--- src/common/core_types_pkg.sv ---
`default_nettype none

// types shared along the core pipeline
package core_types_pkg;

	// warps resident in the core
	localparam int NUM_WARPS = 4;
	// bits needed to name one warp
	localparam int WARP_W = $clog2(NUM_WARPS);

	// architectural registers per thread
	localparam int NUM_REGS = 32;
	// register index width
	localparam int REG_W = $clog2(NUM_REGS);

	// warp number carried with every instruction
	typedef logic [WARP_W-1:0] warp_id_t;

	// destination register index
	typedef logic [REG_W-1:0] reg_addr_t;

	// writeback source select
	// the load/store path only carries this along
	typedef enum logic [1:0] {
		// nothing written back
		WB_NONE = 2'd0,
		// result from the alu
		WB_ALU  = 2'd1,
		// result from data memory
		WB_MEM  = 2'd2,
		// return address of a jump
		WB_JAL  = 2'd3
	} wb_code_e;

endpackage

`default_nettype wire

--- src/common/mem_ops_pkg.sv ---
`default_nettype none

// types describing memory operations
package mem_ops_pkg;

	// byte address and data word width
	localparam int ADDR_W = 32;
	localparam int DATA_W = 32;

	// low address bits that pick a byte inside a word
	localparam int BYTE_OFF_W = 2;

	typedef logic [ADDR_W-1:0] addr_t;
	typedef logic [DATA_W-1:0] data_t;

	// load opcodes, the U forms zero extend
	typedef enum logic [2:0] {
		LD_NONE = 3'd0,
		LD_LB   = 3'd1,
		LD_LH   = 3'd2,
		LD_LW   = 3'd3,
		LD_LBU  = 3'd4,
		LD_LHU  = 3'd5
	} load_op_e;

	// store opcodes
	typedef enum logic [2:0] {
		ST_NONE = 3'd0,
		// byte
		ST_SB   = 3'd1,
		// halfword
		ST_SH   = 3'd2,
		// full word
		ST_SW   = 3'd3
	} store_op_e;

endpackage

`default_nettype wire

--- src/lsu/lsu_addr_gen.sv ---
`timescale 1ns/1ps
`default_nettype none

// effective address per lane
module lsu_addr_gen
	import mem_ops_pkg::*;
#(
	parameter int NUM_LANES = 4
) (
	// base register value of each thread
	input  wire addr_t [NUM_LANES-1:0] base,
	// immediate or register offset of each thread
	input  wire addr_t [NUM_LANES-1:0] offset,
	// base plus offset
	output addr_t      [NUM_LANES-1:0] addr
);

	// one adder per lane, all in parallel
	// inactive lanes still add, the mask drops them further on
	always_comb begin
		for (int l = 0; l < NUM_LANES; l++) begin
			// wraps at 32 bits like the integer datapath
			addr[l] = base[l] + offset[l];
		end
	end

endmodule

`default_nettype wire

--- src/lsu/lsu_req_reg.sv ---
`timescale 1ns/1ps
`default_nettype none

// one warp request, held while memory stalls
module lsu_req_reg
	import core_types_pkg::*;
	import mem_ops_pkg::*;
#(
	parameter int NUM_LANES = 4
) (
	input  wire                        clk,
	input  wire                        arst_n,
	// memory cannot take the request this cycle
	input  wire                        stall,

	input  wire  [NUM_LANES-1:0]       in_valid,
	input  wire addr_t [NUM_LANES-1:0] in_addr,
	input  wire data_t [NUM_LANES-1:0] in_store_data,
	input  wire load_op_e              in_load_op,
	input  wire store_op_e             in_store_op,
	input  wire reg_addr_t             in_rd,
	input  wire warp_id_t              in_warp,
	input  wire wb_code_e              in_wb,

	output logic [NUM_LANES-1:0]       out_valid,
	output addr_t [NUM_LANES-1:0]      out_addr,
	output data_t [NUM_LANES-1:0]      out_store_data,
	output load_op_e                   out_load_op,
	output store_op_e                  out_store_op,
	output reg_addr_t                  out_rd,
	output warp_id_t                   out_warp,
	output wb_code_e                   out_wb
);

	// mask and opcodes, cleared so an empty slot does nothing downstream
	always_ff @(posedge clk or negedge arst_n) begin
		if (!arst_n) begin
			out_valid    <= '0;
			out_load_op  <= LD_NONE;
			out_store_op <= ST_NONE;
		end else if (!stall) begin
			// a zero input mask loads a bubble
			out_valid    <= in_valid;
			out_load_op  <= in_load_op;
			out_store_op <= in_store_op;
		end
	end

	// payload fields, only meaningful under a set mask
	always_ff @(posedge clk) begin
		if (!stall) begin
			out_addr       <= in_addr;
			out_store_data <= in_store_data;
			out_rd         <= in_rd;
			out_warp       <= in_warp;
			out_wb         <= in_wb;
		end
	end

endmodule

`default_nettype wire

--- src/lsu/lsu_unit.sv ---
`timescale 1ns/1ps
`default_nettype none

// load/store unit, address add then one request stage
module lsu_unit
	import core_types_pkg::*;
	import mem_ops_pkg::*;
#(
	parameter int NUM_LANES = 4
) (
	input  wire                        clk,
	input  wire                        arst_n,

	// warp request from issue
	input  wire  [NUM_LANES-1:0]       req_valid,
	input  wire addr_t [NUM_LANES-1:0] req_base,
	input  wire addr_t [NUM_LANES-1:0] req_offset,
	input  wire data_t [NUM_LANES-1:0] req_store_data,
	input  wire load_op_e              req_load_op,
	input  wire store_op_e             req_store_op,
	input  wire reg_addr_t             req_rd,
	input  wire warp_id_t              req_warp,
	input  wire wb_code_e              req_wb,

	// memory is holding a blocked result
	input  wire                        delay,

	// request towards the scratchpad
	output logic [NUM_LANES-1:0]       mem_valid,
	output addr_t [NUM_LANES-1:0]      mem_addr,
	output data_t [NUM_LANES-1:0]      mem_store_data,
	output load_op_e                   mem_load_op,
	output store_op_e                  mem_store_op,
	output reg_addr_t                  mem_rd,
	output warp_id_t                   mem_warp,
	output wb_code_e                   mem_wb
);

	// per-lane byte address before the register
	addr_t [NUM_LANES-1:0] lane_addr;

	lsu_addr_gen #(
		.NUM_LANES (NUM_LANES)
	) i_lsu_addr_gen (
		.base   (req_base),
		.offset (req_offset),
		.addr   (lane_addr)
	);

	// request buffer
	// stalls on the memory delay, so the requester sees delay as not accepted
	lsu_req_reg #(
		.NUM_LANES (NUM_LANES)
	) i_lsu_req_reg (
		.clk            (clk),
		.arst_n         (arst_n),
		.stall          (delay),
		.in_valid       (req_valid),
		.in_addr        (lane_addr),
		.in_store_data  (req_store_data),
		.in_load_op     (req_load_op),
		.in_store_op    (req_store_op),
		.in_rd          (req_rd),
		.in_warp        (req_warp),
		.in_wb          (req_wb),
		.out_valid      (mem_valid),
		.out_addr       (mem_addr),
		.out_store_data (mem_store_data),
		.out_load_op    (mem_load_op),
		.out_store_op   (mem_store_op),
		.out_rd         (mem_rd),
		.out_warp       (mem_warp),
		.out_wb         (mem_wb)
	);

endmodule

`default_nettype wire

--- config.mk ---
export PLATFORM = sky130hd
export DESIGN_NAME = lsu_unit
export DESIGN_NICKNAME = d
export VERILOG_FILES = /design/src/common/core_types_pkg.sv /design/src/common/mem_ops_pkg.sv /design/src/lsu/lsu_addr_gen.sv /design/src/lsu/lsu_req_reg.sv /design/src/lsu/lsu_unit.sv
export SDC_FILE = /design/constraint.sdc
export NUM_CORES = 1
export LEC_CHECK = 0
export BUFFER_PORTS_ARGS = -buffer_cell sky130_fd_sc_hd__buf_4
export CORE_AREA = 2 2 263 265
export DETAILED_ROUTE_END_ITERATION = 8
export DIE_AREA = 0 0 265 267
export PLACE_DENSITY = 0.51
export SLEW_MARGIN = 20
export SYNTH_ARGS = -nofsm -noshare
export SYNTH_HDL_FRONTEND = slang
export SYNTH_SLANG_ARGS = --single-unit
--- constraint.sdc ---
create_clock -name clk -period 0.8 [get_ports clk]
set_input_delay 0.12 -clock clk [delete_from_list [all_inputs] [get_ports clk]]
set_output_delay 0.12 -clock clk [all_outputs]
set_load 0.01 [all_outputs]
; Word-level counts from Yosys, hierarchy flattened
; Index checks and enable logic that the tools add are counted.
[classes]
addsub = 4
[ops]
columns = operator, n
row1 = adder 32 bit, 4
[totals]
regBits = 275
input_bits = 406
out_inout_bits = 275
wordCells = 18

; Logic depth before layout (Yosys ltp)
[depth]
depth_word = 1
mapped_depth = 10

; By module
; From an unflattened synthesis, not the netlist that was laid out.
[unflattened]
cells_unflattened = 1167
hier_area_um2 = 14621.5
[by_module_without_submodules]
columns = module, instances, cells_each, area_per_inst_um2, seq_area_each_um2
row1 = lsu_req_reg, 1, 287, 8369.3, 8207.9
row2 = lsu_addr_gen, 1, 880, 6252.2, 0.0

; Worst setup path before layout
; OpenSTA, ideal clock, no wires.
[synth_timing]
path_kind = in2reg
start = in delay
end = reg i_lsu_req_reg.out_addr[0] in the netlist's numbering (enable)
setup_time_ns = 0.615
t_arrival_ns = 5.468
required_ns = 0.185
setup_slack_ns = -5.283
path_stages = 2
path_buffers = 1
path_cell_list = clkbuf_1 -> inv_1
[synth_rtl]
columns = item, line_no
row1 = from (decl), lsu_unit.sv:26  ; input wire delay,
row2 = to (signal assigned), lsu_req_reg.sv:52  ; out_addr <= in_addr;
row3 = to (decl), lsu_req_reg.sv:26  ; output addr_t [NUM_LANES-1:0] out_addr,
; No word-level cell between the ends.

==> metrics <==
Global Route Usage Sum 17.5%; Max Cap Viol 0; Crit path arrival time 2.22 ns; hold_ws -0.0476 ns; number of global-route vias before repair between 15000 and 20000; antenna-violating nets left 0; Max Slew Vio Count 0; Layout Nets 3072; Die Y 267 um; status finished, violations left; DRC viols 0; Via density around 4.4; Async SR Flop Fraction about 3.6%; final hold violation count 4; P&R area growth vs syn 110%; largest family of logic cells by synthesized area compound AO/OA/AOI/OAI gates; routed wire length 66100 um; post-synthesis simple-gate area fraction 8.46%; CTS tree yes; CP Cell Sequence buf_8, ha_4, fa_2, a21oi_4, o2111ai_2, a31oi_2, o31a_1, o21ai_2, a221oi_2, o211ai_1, xor2_1; Cell Area, Synth 15000 um2; first drt pass iteration count 4; worst path bufs/invs 1; Setup Crit Path Kind primary input to flop; failing checks negative hold slack, negative setup slack; Detailed Place HPWL around 52000 um; Hold Path Origin req_base[1]; Worst path slowest cell fa_2; final setup violation count 390; worst vdd ir 1.32 mV; Setup crit end kind flop; Worst-Margin Slew 0.494 ns; Layout Skew 0 ns; CTS Hold Buffers Added approximately 160; unrepaired setup endpoints after global routing true; DP Worst Slack -1.90 ns; worst hold path type primary input to flop; mux contribution to synthesized area 0.820%; Avg Cell Area, Syn 12.1 um2; Initial Utilization 22.0%; first-pass GRT wire length 95300 um; P_leak 13.5 nW; Compound-Gate Fraction of Synth Area 16.4%; core area between 60000 and 70000 um2; Die ar. 70800 um2; pin count of the biggest net entering global routing 29; Worst setup SP type primary input; Rows 96; Num CTS Buffers 37; fmax between 0.5 and 0.6 GHz; Seq cells post-synth 275; Mapped Nets around 1800; WL per Instance 19.1 um; layout cell share with drive strength beyond 1 59.3%; placer congestion estimate about 0.92; antenna violations before repair 8; clk slew on worst S/H paths 0.06 ns; CTS Root Cell clkbuf_16; Worst R2R Setup Slack -0.11 ns; H-tree Lvls 2; WP data required 1.09 ns; Unique masters post-synth 68; chip width between 200 and 300 um; Crit Path Max Fanout 2; commonest non-fill, non-tap cells in the layout 765 x buf_4, 358 x buf_6, 265 x edfxtp_1, 158 x dlygate4sd3_1, 70 x a21oi_1; final worst slack -1.13 ns; number of top-level pins 681; yosys warns 0; Tmin final around 1.9 ns; vias approximately 15000; clock latency on the worst-skew pair 0.53 ns; Post-synth EDFFs 265; Worst Setup SP req_base[0]; Max stage delay on crit path 0.38 ns; Mapped Cells 1234; sequential area share after synthesis 54.9%; Main synth FF type edfxtp_1; commonest non-fill, non-tap cell in the layout buf_4; clock buffer depth 3; clock sinks approximately 280; DRT iter0 DRCs 676; IO buf count 680; GRT overflow 0; Post-Synth XOR/XNOR Area slightly below 7%; part of the cycle the worst path needs 241%; Critical R2R Launch i_lsu_req_reg.out_store_op[1]; P per Cell Area 1810 nW/um2; delay-heaviest family, CP compound AO/OA/AOI/OAI gates; Synth Area in Adders between 10% and 20%; Slew Limit Headroom 66.2%
-- per-layer routing --
layer,part of all wire [%],vias up,track usage [%]
li1,-,7362,-
met1,39,7463,20.1
met2,52,429,31.4
met3,5.9,97,4.29
met4,2.6,4,6.44
met5,0.038,-,0
-- what timing repair did --
action / 4_1_cts / 5_1_grt
buffers inserted: 58 / 51
resized for setup: 440 / 171
pin swaps: 152 / 129
hold endpoints to repair: 169 / 5
setup endpoints to repair: 388 / 389
-- cells in the mapped netlist (17+ instances only) --
cell	number	area, um2
a21o_1	58	435
o21ai_0	55	275
o21bai_1	20	150
clkbuf_1	17	63.8
inv_1	28	105
xor2_1	46	403
nor2_1	54	203
o21a_1	18	135
ha_1	124	1550
edfxtp_1	265	7960
nand2_1	82	308
a21oi_1	130	651
nand3_1	36	180
xnor2_1	69	604
nand4_1	22	138
-- state kept, by name (all words and copies together) (netlist names) --
name / flops
i_lsu_req_reg.out_store_op: 3
i_lsu_req_reg.out_load_op: 3
i_lsu_req_reg.out_wb: 2
i_lsu_req_reg.out_warp: 2
i_lsu_req_reg.out_addr: 128
i_lsu_req_reg.out_valid: 4
i_lsu_req_reg.out_store_data: 128
i_lsu_req_reg.out_rd: 5
-- path summary, 6_finish.rpt --
check                                                endpoint  cells after the start
worst max-delay path               i_lsu_req_reg.out_addr[28]                     11
worst min-delay path                i_lsu_req_reg.out_addr[1]                      2
worst max register to register  i_lsu_req_reg.out_store_op[1]                      2
worst min register to register   i_lsu_req_reg.out_load_op[1]                      1
max in group asynchronous        i_lsu_req_reg.out_load_op[1]                      3
min in group asynchronous          i_lsu_req_reg.out_valid[0]                      3
-- through the flow --
step	instance area [um2]	util (%)	TNS (ns)	std cells	power, W
floorplan	16200	-	-1108.27	1234	0.0255
global placement	25100	37.0	-220.49	3157	0.0342
detailed placement	25100	37.0	-225.98	3157	0.0343
CTS	30400	44.7	-192.28	3423	0.0563
global route	31300	46.1	-205.33	3455	0.0592
finish	31300	46.1	-185.99	3455	0.0567
-- area by class of cell --
class	count	area (um2)
Antenna cell	6	15.0
Clock buffer	46	1020
Clock inverter	22	324
Fill cell	6146	36600
Inverter	28	109
Multi-Input combinational cell	896	8880
Sequential cell	275	8210
Tap cell	882	1100
Timing Repair Buffer	1300	11700
-- worst register-to-register path, delay by kind of cell (launching register included) --
family,cells,cell delay (ns)
flip-flops,1,0.39
multiplexers,1,0.26
buffers and inverters,1,0.14
-- report_power, final --
group | internal, W | total, W | switching, W
logic | 0.0111 | 0.0193 | 0.00827
registers | 0.0180 | 0.0190 | 0.000929
clock network | 0.0117 | 0.0184 | 0.00673
-- logic make-up after synthesis --
family                   Yosys count
adder cells (fa/ha/maj)          128
XOR/XNOR                         115
AND/OR/NAND/NOR                  264
multiplexers                      11
flip-flops                       275
buffers and inverters             63
AO/OA/AOI/OAI                    378
No activity file was read; power rests on OpenSTA's default activity.
